<file path="config.mk">
export PLATFORM = sky130hd
export DESIGN_NAME = memory_arbiter
export DESIGN_NICKNAME = d
export VERILOG_FILES = /design/src/arb_pkg.sv /design/src/mem_types_pkg.sv /design/src/bank_arbiter.sv /design/src/bank_mux.sv /design/src/hold_timer.sv /design/src/memory_arbiter.sv /design/src/port_router.sv
export SDC_FILE = /design/constraint.sdc
export NUM_CORES = 1
export LEC_CHECK = 0
export ABC_AREA = 1
export ABC_CLOCK_PERIOD_IN_PS = 4100
export BUFFER_PORTS_ARGS = -buffer_cell sky130_fd_sc_hd__buf_4
export CAP_MARGIN = 20
export CELL_PAD_IN_SITES_DETAIL_PLACEMENT = 1
export CELL_PAD_IN_SITES_GLOBAL_PLACEMENT = 2
export CORE_ASPECT_RATIO = 2
export CORE_MARGIN = 2
export CORE_UTILIZATION = 19
export DETAILED_ROUTE_END_ITERATION = 10
export PLACE_DENSITY = 0.85
export REMOVE_ABC_BUFFERS = 1
export SETUP_SLACK_MARGIN = 0.5
export SYNTH_ARGS = -nofsm -noshare
export SYNTH_HDL_FRONTEND = slang
export SYNTH_SLANG_ARGS = --single-unit
</file>
<file path="constraint.sdc">
create_clock -name CLK -period 4.1 [get_ports CLK]
set_input_delay 0.615 -clock CLK [delete_from_list [all_inputs] [get_ports CLK]]
set_output_delay 0.615 -clock CLK [all_outputs]
set_load 0.01 [all_outputs]
</file>
<file path="src/arb_pkg.sv">
package arb_pkg;

	localparam int NUM_BANKS = 4;	// banks shared by the requesters

	// who drives a bank this cycle
	typedef enum logic [1:0] {
		OWNER_CPU    = 2'd0,	// default owner
		OWNER_FLASH  = 2'd1,	// write only
		OWNER_BG     = 2'd2,	// read only
		OWNER_SPRITE = 2'd3	// read only
	} owner_e;

	// per bank arbitration state
	typedef enum logic {
		ST_CPU    = 1'b0,	// cpu has the bank
		ST_PERIPH = 1'b1	// peripheral holds the bank
	} arb_state_e;

endpackage

</file>
<file path="src/mem_types_pkg.sv">
package mem_types_pkg;

	// data path
	typedef logic [15:0] word_t;		// one memory word

	// addressing
	typedef logic [13:0] bank_addr_t;	// word address inside one 16K bank
	typedef logic [14:0] cpu_addr_t;	// msb picks bank 1 or bank 2
	typedef logic [15:0] periph_addr_t;	// top two bits pick the bank

	// byte lanes
	typedef logic [1:0] byte_mask_t;	// bit 1 high byte, bit 0 low byte

	// bank numbering
	typedef logic [1:0] bank_idx_t;		// bank 1..4 as 0..3

endpackage

</file>
<file path="src/bank_arbiter.sv">
`timescale 1ns/1ps

module bank_arbiter import arb_pkg::*; #(
	parameter int HOLD_LIMIT = 8	// grant length passed to the timer
) (
	input  logic   CLK,
	input  logic   rst,
	input  logic   req_fl,	// flash wants this bank
	input  logic   req_bg,	// background wants this bank
	input  logic   req_sp,	// sprite wants this bank
	output owner_e owner	// current bank owner
);

	arb_state_e state;
	arb_state_e state_nxt;
	owner_e     owner_nxt;
	logic       owner_req;	// request of the present owner
	logic       expired;	// grant used up

	hold_timer #(
		.HOLD_LIMIT(HOLD_LIMIT)
	) hold_timer_i (
		.CLK     (CLK),
		.rst     (rst),
		.run     (state == ST_PERIPH),	// counts only while held
		.expired (expired)
	);

	// request line of whoever holds the bank
	always_comb
	begin
		case (owner)
			OWNER_FLASH:  owner_req = req_fl;
			OWNER_BG:     owner_req = req_bg;
			OWNER_SPRITE: owner_req = req_sp;
			default:      owner_req = 1'b0;	// cpu never requests
		endcase
	end

	always_comb
	begin
		state_nxt = state;
		owner_nxt = owner;
		case (state)
			ST_CPU:
			begin
				if (req_fl)
				begin
					state_nxt = ST_PERIPH;
					owner_nxt = OWNER_FLASH;	// flash wins
				end
				else if (req_bg)
				begin
					state_nxt = ST_PERIPH;
					owner_nxt = OWNER_BG;	// then background
				end
				else if (req_sp)
				begin
					state_nxt = ST_PERIPH;
					owner_nxt = OWNER_SPRITE;	// sprite last
				end
			end
			ST_PERIPH:
			begin
				if (!owner_req || expired)
				begin
					state_nxt = ST_CPU;	// back to cpu for a cycle at least
					owner_nxt = OWNER_CPU;
				end
			end
			default:
			begin
				state_nxt = ST_CPU;
				owner_nxt = OWNER_CPU;
			end
		endcase
	end

	always_ff @(posedge CLK)
	begin
		if (rst)
		begin
			state <= ST_CPU;
			owner <= OWNER_CPU;
		end
		else
		begin
			state <= state_nxt;
			owner <= owner_nxt;
		end
	end

	cpu_owns_idle: assert property (@(posedge CLK) disable iff (rst)
		state == ST_CPU |-> owner == OWNER_CPU);

	// an expired grant always gives the cpu its cycle
	no_direct_regrant: assert property (@(posedge CLK) disable iff (rst)
		expired |=> state == ST_CPU);

endmodule

</file>
<file path="src/bank_mux.sv">
`timescale 1ns/1ps

module bank_mux import mem_types_pkg::*, arb_pkg::*; (
	input  owner_e     owner,	// from this bank's arbiter
	input  logic       cpu_valid,	// cpu request aimed at this bank
	input  logic       cpu_wr,
	input  bank_addr_t cpu_addr,
	input  word_t      cpu_wdata,
	input  byte_mask_t cpu_mask,
	input  logic       fl_valid,	// flash request aimed at this bank
	input  bank_addr_t fl_addr,
	input  bank_addr_t bg_addr,
	input  bank_addr_t sp_addr,
	input  word_t      fl_wdata,
	output bank_addr_t bank_addr,
	output word_t      bank_din,
	output byte_mask_t bank_mask,
	output logic       bank_wr
);

	// address follows the owner
	always_comb
	begin
		case (owner)
			OWNER_FLASH:  bank_addr = fl_addr;
			OWNER_BG:     bank_addr = bg_addr;
			OWNER_SPRITE: bank_addr = sp_addr;
			default:      bank_addr = cpu_addr;
		endcase
	end

	// only cpu and flash ever write
	assign bank_din = (owner == OWNER_FLASH) ? fl_wdata : cpu_wdata;

	// peripherals always use full words
	assign bank_mask = (owner == OWNER_CPU) ? cpu_mask : byte_mask_t'(2'b11);

	always_comb
	begin
		case (owner)
			OWNER_CPU:   bank_wr = cpu_valid && cpu_wr;	// cpu store
			OWNER_FLASH: bank_wr = fl_valid;	// every flash beat writes
			default:     bank_wr = 1'b0;	// sprite and bg only read
		endcase
	end

endmodule

</file>
<file path="src/hold_timer.sv">
`timescale 1ns/1ps

module hold_timer #(
	parameter int HOLD_LIMIT = 8	// max cycles of one grant
) (
	input  logic CLK,
	input  logic rst,
	input  logic run,	// bank held by a peripheral
	output logic expired	// last cycle of the grant
);

	localparam int CW = $clog2(HOLD_LIMIT + 1);	// fits 0..HOLD_LIMIT

	logic [CW-1:0] count;	// cycles held so far

	// final grant cycle when count hits limit-1
	assign expired = run && (count == CW'(HOLD_LIMIT - 1));

	always_ff @(posedge CLK)
	begin
		if (rst)
			count <= '0;
		else if (!run || expired)
			count <= '0;	// grant dropped or used up
		else
			count <= count + 1'b1;	// one more held cycle
	end

	// count stays within the grant length
	count_in_range: assert property (@(posedge CLK) disable iff (rst)
		count <= CW'(HOLD_LIMIT));

endmodule

</file>
<file path="src/memory_arbiter.sv">
`timescale 1ns/1ps

module memory_arbiter import mem_types_pkg::*, arb_pkg::*; #(
	parameter int HOLD_LIMIT = 8	// max peripheral grant in cycles
) (
	input  logic         CLK,
	input  logic         rst,
	input  logic         cpu_valid,
	input  cpu_addr_t    cpu_addr,
	input  word_t        cpu_wdata,
	input  logic         cpu_wr,
	input  byte_mask_t   cpu_mask,
	output logic         cpu_ready,
	output word_t        cpu_rdata,
	output logic         cpu_rvalid,
	input  logic         fl_valid,
	input  periph_addr_t fl_addr,
	input  word_t        fl_wdata,
	output logic         fl_ready,
	input  logic         sp_valid,
	input  periph_addr_t sp_addr,
	output logic         sp_ready,
	output word_t        sp_rdata,
	output logic         sp_rvalid,
	input  logic         bg_valid,
	input  periph_addr_t bg_addr,
	output logic         bg_ready,
	output word_t        bg_rdata,
	output logic         bg_rvalid,
	output bank_addr_t   b1_addr,
	output word_t        b1_din,
	output byte_mask_t   b1_mask,
	output logic         b1_wr,
	input  word_t        b1_dout,
	output bank_addr_t   b2_addr,
	output word_t        b2_din,
	output byte_mask_t   b2_mask,
	output logic         b2_wr,
	input  word_t        b2_dout,
	output bank_addr_t   b3_addr,
	output word_t        b3_din,
	output byte_mask_t   b3_mask,
	output logic         b3_wr,
	input  word_t        b3_dout,
	output bank_addr_t   b4_addr,
	output word_t        b4_din,
	output byte_mask_t   b4_mask,
	output logic         b4_wr,
	input  word_t        b4_dout
);

	owner_e               own [NUM_BANKS];	// per bank owner
	logic [NUM_BANKS-1:0] cpu_req;
	logic [NUM_BANKS-1:0] req_fl;
	logic [NUM_BANKS-1:0] req_bg;
	logic [NUM_BANKS-1:0] req_sp;
	bank_addr_t           cpu_baddr;
	byte_mask_t           cpu_bmask;

	port_router port_router_i (
		.CLK(CLK), .rst(rst),
		.cpu_valid(cpu_valid), .cpu_addr(cpu_addr), .cpu_wr(cpu_wr), .cpu_mask(cpu_mask),
		.fl_valid(fl_valid), .fl_addr(fl_addr),
		.bg_valid(bg_valid), .bg_addr(bg_addr), .sp_valid(sp_valid), .sp_addr(sp_addr),
		.own1(own[0]), .own2(own[1]), .own3(own[2]), .own4(own[3]),
		.b1_dout(b1_dout), .b2_dout(b2_dout), .b3_dout(b3_dout), .b4_dout(b4_dout),
		.cpu_req(cpu_req), .req_fl(req_fl), .req_bg(req_bg), .req_sp(req_sp),
		.cpu_baddr(cpu_baddr), .cpu_bmask(cpu_bmask),
		.cpu_ready(cpu_ready), .fl_ready(fl_ready), .bg_ready(bg_ready), .sp_ready(sp_ready),
		.cpu_rdata(cpu_rdata), .bg_rdata(bg_rdata), .sp_rdata(sp_rdata),
		.cpu_rvalid(cpu_rvalid), .bg_rvalid(bg_rvalid), .sp_rvalid(sp_rvalid)
	);

	// one arbiter per bank
	for (genvar i = 0; i < NUM_BANKS; i++)
	begin : g_bank_arb
		bank_arbiter #(.HOLD_LIMIT(HOLD_LIMIT)) bank_arbiter_i (
			.CLK(CLK), .rst(rst),
			.req_fl(req_fl[i]), .req_bg(req_bg[i]), .req_sp(req_sp[i]),
			.owner(own[i])
		);
	end

	bank_mux bank_mux1_i (
		.owner(own[0]), .cpu_valid(cpu_req[0]), .cpu_wr(cpu_wr),
		.cpu_addr(cpu_baddr), .cpu_wdata(cpu_wdata), .cpu_mask(cpu_bmask),
		.fl_valid(req_fl[0]), .fl_addr(fl_addr[13:0]), .fl_wdata(fl_wdata),
		.bg_addr(bg_addr[13:0]), .sp_addr(sp_addr[13:0]),
		.bank_addr(b1_addr), .bank_din(b1_din), .bank_mask(b1_mask), .bank_wr(b1_wr)
	);

	bank_mux bank_mux2_i (
		.owner(own[1]), .cpu_valid(cpu_req[1]), .cpu_wr(cpu_wr),
		.cpu_addr(cpu_baddr), .cpu_wdata(cpu_wdata), .cpu_mask(cpu_bmask),
		.fl_valid(req_fl[1]), .fl_addr(fl_addr[13:0]), .fl_wdata(fl_wdata),
		.bg_addr(bg_addr[13:0]), .sp_addr(sp_addr[13:0]),
		.bank_addr(b2_addr), .bank_din(b2_din), .bank_mask(b2_mask), .bank_wr(b2_wr)
	);

	bank_mux bank_mux3_i (
		.owner(own[2]), .cpu_valid(cpu_req[2]), .cpu_wr(cpu_wr),
		.cpu_addr(cpu_baddr), .cpu_wdata(cpu_wdata), .cpu_mask(cpu_bmask),
		.fl_valid(req_fl[2]), .fl_addr(fl_addr[13:0]), .fl_wdata(fl_wdata),
		.bg_addr(bg_addr[13:0]), .sp_addr(sp_addr[13:0]),
		.bank_addr(b3_addr), .bank_din(b3_din), .bank_mask(b3_mask), .bank_wr(b3_wr)
	);

	bank_mux bank_mux4_i (
		.owner(own[3]), .cpu_valid(cpu_req[3]), .cpu_wr(cpu_wr),
		.cpu_addr(cpu_baddr), .cpu_wdata(cpu_wdata), .cpu_mask(cpu_bmask),
		.fl_valid(req_fl[3]), .fl_addr(fl_addr[13:0]), .fl_wdata(fl_wdata),
		.bg_addr(bg_addr[13:0]), .sp_addr(sp_addr[13:0]),
		.bank_addr(b4_addr), .bank_din(b4_din), .bank_mask(b4_mask), .bank_wr(b4_wr)
	);

endmodule

</file>
<file path="src/port_router.sv">
`timescale 1ns/1ps

module port_router import mem_types_pkg::*, arb_pkg::*; (
	input  logic                 CLK,
	input  logic                 rst,
	input  logic                 cpu_valid,
	input  cpu_addr_t            cpu_addr,
	input  logic                 cpu_wr,
	input  byte_mask_t           cpu_mask,
	input  logic                 fl_valid,
	input  periph_addr_t         fl_addr,
	input  logic                 bg_valid,
	input  periph_addr_t         bg_addr,
	input  logic                 sp_valid,
	input  periph_addr_t         sp_addr,
	input  owner_e               own1,
	input  owner_e               own2,
	input  owner_e               own3,
	input  owner_e               own4,
	input  word_t                b1_dout,
	input  word_t                b2_dout,
	input  word_t                b3_dout,
	input  word_t                b4_dout,
	output logic [NUM_BANKS-1:0] cpu_req,	// one hot cpu target
	output logic [NUM_BANKS-1:0] req_fl,	// one hot flash target
	output logic [NUM_BANKS-1:0] req_bg,	// one hot background target
	output logic [NUM_BANKS-1:0] req_sp,	// one hot sprite target
	output bank_addr_t           cpu_baddr,	// cpu address inside the bank
	output byte_mask_t           cpu_bmask,	// zero on reads
	output logic                 cpu_ready,
	output logic                 fl_ready,
	output logic                 bg_ready,
	output logic                 sp_ready,
	output word_t                cpu_rdata,
	output word_t                bg_rdata,
	output word_t                sp_rdata,
	output logic                 cpu_rvalid,
	output logic                 bg_rvalid,
	output logic                 sp_rvalid
);

	owner_e    own [NUM_BANKS];	// owners indexed by bank
	word_t     dout [NUM_BANKS];	// read data indexed by bank
	bank_idx_t cpu_bank;
	bank_idx_t fl_bank;
	bank_idx_t bg_bank;
	bank_idx_t sp_bank;
	logic      bg_ok;	// bg address hits bank 2 or 4
	logic      sp_ok;	// sprite address hits bank 2 or 3
	bank_idx_t cpu_src;	// bank of the cpu read in flight
	bank_idx_t bg_src;
	bank_idx_t sp_src;

	assign own[0]  = own1;
	assign own[1]  = own2;
	assign own[2]  = own3;
	assign own[3]  = own4;
	assign dout[0] = b1_dout;
	assign dout[1] = b2_dout;
	assign dout[2] = b3_dout;
	assign dout[3] = b4_dout;

	// bank decode
	assign cpu_bank = {1'b0, cpu_addr[14]};	// cpu sees banks 1 and 2 only
	assign fl_bank  = fl_addr[15:14];
	assign bg_bank  = bg_addr[15:14];
	assign sp_bank  = sp_addr[15:14];
	assign bg_ok    = (bg_bank == 2'd1) || (bg_bank == 2'd3);
	assign sp_ok    = (sp_bank == 2'd1) || (sp_bank == 2'd2);

	assign cpu_req = cpu_valid ? (NUM_BANKS'(1) << cpu_bank) : '0;
	assign req_fl  = fl_valid ? (NUM_BANKS'(1) << fl_bank) : '0;
	assign req_bg  = (bg_valid && bg_ok) ? (NUM_BANKS'(1) << bg_bank) : '0;	// stray bg dropped
	assign req_sp  = (sp_valid && sp_ok) ? (NUM_BANKS'(1) << sp_bank) : '0;

	assign cpu_baddr = cpu_addr[13:0];
	assign cpu_bmask = cpu_wr ? cpu_mask : '0;

	// ready straight from the target bank's owner
	assign cpu_ready = (own[cpu_bank] == OWNER_CPU);
	assign fl_ready  = (own[fl_bank] == OWNER_FLASH);
	assign bg_ready  = bg_ok && (own[bg_bank] == OWNER_BG);
	assign sp_ready  = sp_ok && (own[sp_bank] == OWNER_SPRITE);

	// one cycle read return
	always_ff @(posedge CLK)
	begin
		if (rst)
		begin
			cpu_rvalid <= 1'b0;
			bg_rvalid  <= 1'b0;
			sp_rvalid  <= 1'b0;
		end
		else
		begin
			cpu_rvalid <= cpu_valid && cpu_ready && !cpu_wr;	// accepted cpu load
			bg_rvalid  <= bg_valid && bg_ready;
			sp_rvalid  <= sp_valid && sp_ready;
		end
	end

	always_ff @(posedge CLK)
	begin
		cpu_src <= cpu_bank;	// remember where the data comes from
		bg_src  <= bg_bank;
		sp_src  <= sp_bank;
	end

	assign cpu_rdata = dout[cpu_src];
	assign bg_rdata  = dout[bg_src];
	assign sp_rdata  = dout[sp_src];

	// sprite only on banks 2-3, background only on banks 2 and 4
	periph_bank_map: assert property (@(posedge CLK) disable iff (rst)
		!req_sp[0] && !req_sp[3] && !req_bg[0] && !req_bg[2]);

endmodule

</file>
==> out/results.txt <==
placed instance area - 7830 um^2
via count - 7,714
CTS sink cnt - 36
total routed wirelength - 31,900 um
Area growth syn-to-layout - 64.5%
clock tree buffer depth - 2
TritonCTS clock tree - done
DIE AREA - 27,000 um^2
top-count cell post-synth - nand2_1
HP Class - register to register
# H-tree levels - 2
Leak - 3.95 nW
fmax - 0.359 GHz
register area share after synthesis - 0.148
post_cts resized - 0
final hold vios - 0
Clock Pin Slew Worst Setup and Hold Paths - 0.06 ns
vias per std cell - 4.90
Clk Latency, worst-skew pair - 0.29 ns
share of layout cells above drive strength 1 - 0.342
maximum number of pins on one net before global-route repair - 35
gr ovfl total - 0
WS Path Type - register to output port
fin. max-slew vios - 0
Post-synth EDFFs - 0
Final Critical Period - 2.79 ns
status - complete, no violations
Root Buffer - clkbuf_16
critical path startpoint category - register
TritonCTS Buffers - 5
Synth Register Bits - 36
largest area contributor in the netlist - nand2_1
Final period util - 0.680
Max-Cap Viols - 0
Final nets - 1,413
async set-reset flop share out of synthesis - 0
Netlist cell types - 31
first-pass GRT wire length - 46,200 um
initial drt markers - 299
# diodes - 0
Fillers - 3,359
Post-CTS Setup Inserts - 0
Synth Cell Area - 4860 um^2
post-route ant nets - 0
setup TNS - 0 ns
CP Max Fanout - 32
Clock Skew - 0.00530 ns
CTS Hold Bufs - 0
DPL Wire Length - 25,800 um
Synth top cells by count - nand2_1 (339), o21ai_0 (130), nor2_1 (101)
number of remaining DRC errors - 0
Power Dens Cells - 274 nW/um^2
Crit. End Element - output port
RSZ-0062 raised after global routing - no
FP Rows - 82
wire per inst - 20.3 um
synth top area cells - nand2_1 (26%), dfxtp_1 (15%), o21ai_0 (13%)
GRT Total Usage - 0.226
Die X - 117 um
Most used DFF post-synth - dfxtp_1
Tightest Pin Transition - 1.06 ns
Initial Utilization - 0.193
Arr. time, crit path - 2.17 ns
die height - 230 um
syn avg cell area - 5.32 um^2
Final setup viols - 0
DRT Pass-1 Iters - 4
synth warn - 0
Post-Syn Instances - 914
CP Data Required Time - 3.48 ns
Non-Filler Cell Area, Final - 8000 um^2
Pwr Total - 2.19 mW
CORE AREA - 25,100 um^2
port bufs - 354
Synth top area share - 0.262
initial antenna violation count - 0
relative slew slack - 0.294
GP Congestion - 0.882
Max IR drop VDD - 0.000137 V
number of global-route vias before repair - 7,894
I/O pin cnt - 355
## layout by cell type, fill, tap and decap left out, types with 2 or more instances in the layout
cell type,netlist,routed
buf_4,2,365
nand2_1,339,339
o21ai_0,130,130
nor2_1,101,101
inv_1,56,56
nand4_1,49,49
dfxtp_1,36,36
o22ai_1,34,34
mux2_2,16,16
nand3_1,16,16
a21oi_1,13,13
o2111ai_1,9,9
o21ai_1,9,9
inv_2,8,8
ha_1,8,8
nand2_2,7,7
nor2_4,5,5
clkbuf_16,0,5
nor2_2,4,4
nand3_2,4,4
xor2_1,4,4
nor3b_1,4,4
or2_2,3,3
or2_1,2,2
nor3_1,2,2
## path summary, 6_finish.rpt
path	depth (start not counted)	slack (ns)	endpoint	from
hold reg to reg	1	0.45	register	register
setup / recovery	5	1.31	b2_din[2]	g_bank_arb[1].bank_arbiter_i.owner[0]
setup reg to reg	6	2.17	g_bank_arb[1].bank_arbiter_i.owner[0]	g_bank_arb[1].bank_arbiter_i.owner[0]
hold / removal	1	0.45	register	register
## sequential cells by signal, indices dropped and copies added, names as in the netlist
name,flops
g_bank_arb.bank_arbiter_i.state,4
g_bank_arb.bank_arbiter_i.owner,8
port_router_i.sp_src,2
port_router_i.sp_rvalid,1
port_router_i.cpu_rvalid,1
port_router_i.cpu_src,1
g_bank_arb.bank_arbiter_i.hold_timer_i.count,16
port_router_i.bg_src,2
port_router_i.bg_rvalid,1
## per-layer routing
metal  track usage  vias to the layer above  routed length [um]
met2         0.445                      318               17800
met4         0.118                        0                1410
met1         0.214                     3643               10600
met3        0.0353                       67                2120
li1              -                     3686                   -
met5             0                        -                   0
## per-stage QoR
step	util	setup slack, ns	instances	hold slack [ns]
after detailed placement	0.312	1.59	1566	0.439
after global routing	0.318	1.12	1574	0.450
final	0.318	1.31	1574	0.448
after floorplan	-	1.92	864	0.418
after CTS	0.318	1.26	1574	0.448
after global placement	0.311	1.60	1565	0.426
## cells by family (layout without fill, tap and decap cells)
| logic type | Yosys count | in the layout | share of synthesized area |
|---|---|---|---|
| xor gates and xnor gates | 4 | 4 | 0.00720 |
| DFF | 36 | 36 | 0.148 |
| AOI/OAI and AO/OA | 199 | 199 | 0.223 |
| adders and majority gates | 8 | 8 | 0.0206 |
| buffers and inverters | 114 | 438 | 0.0942 |
| and+or+nand+nor | 537 | 537 | 0.470 |
| muxes | 16 | 16 | 0.0370 |
## power by group
group          leakage, nW  switching (mW)  internal (mW)
clock network       0.0798           0.159          0.286
logic                 3.57           0.769          0.588
registers            0.295          0.0251          0.367
total                 3.95           0.953           1.24
## final cells by class
cell class	count	area, um^2	area share
Clock buffer	5	125	0.0156
Tap cell	336	420	0.0525
Clock inverter	3	42.5	0.00532
Sequential cell	36	721	0.0901
Inverter	64	240	0.0300
Timing Repair Buffer	366	2770	0.346
Multi-Input combinational cell	764	3680	0.461
## worst max-delay path, cell delays in order, from the launching register on
cell and delay (ns):
dfxtp_1 0.53, inv_1 0.13, nor2_4 0.44, inv_2 0.35
o21ai_0 0.27, buf_4 0.15
No activity file was read; power rests on OpenSTA's default activity.
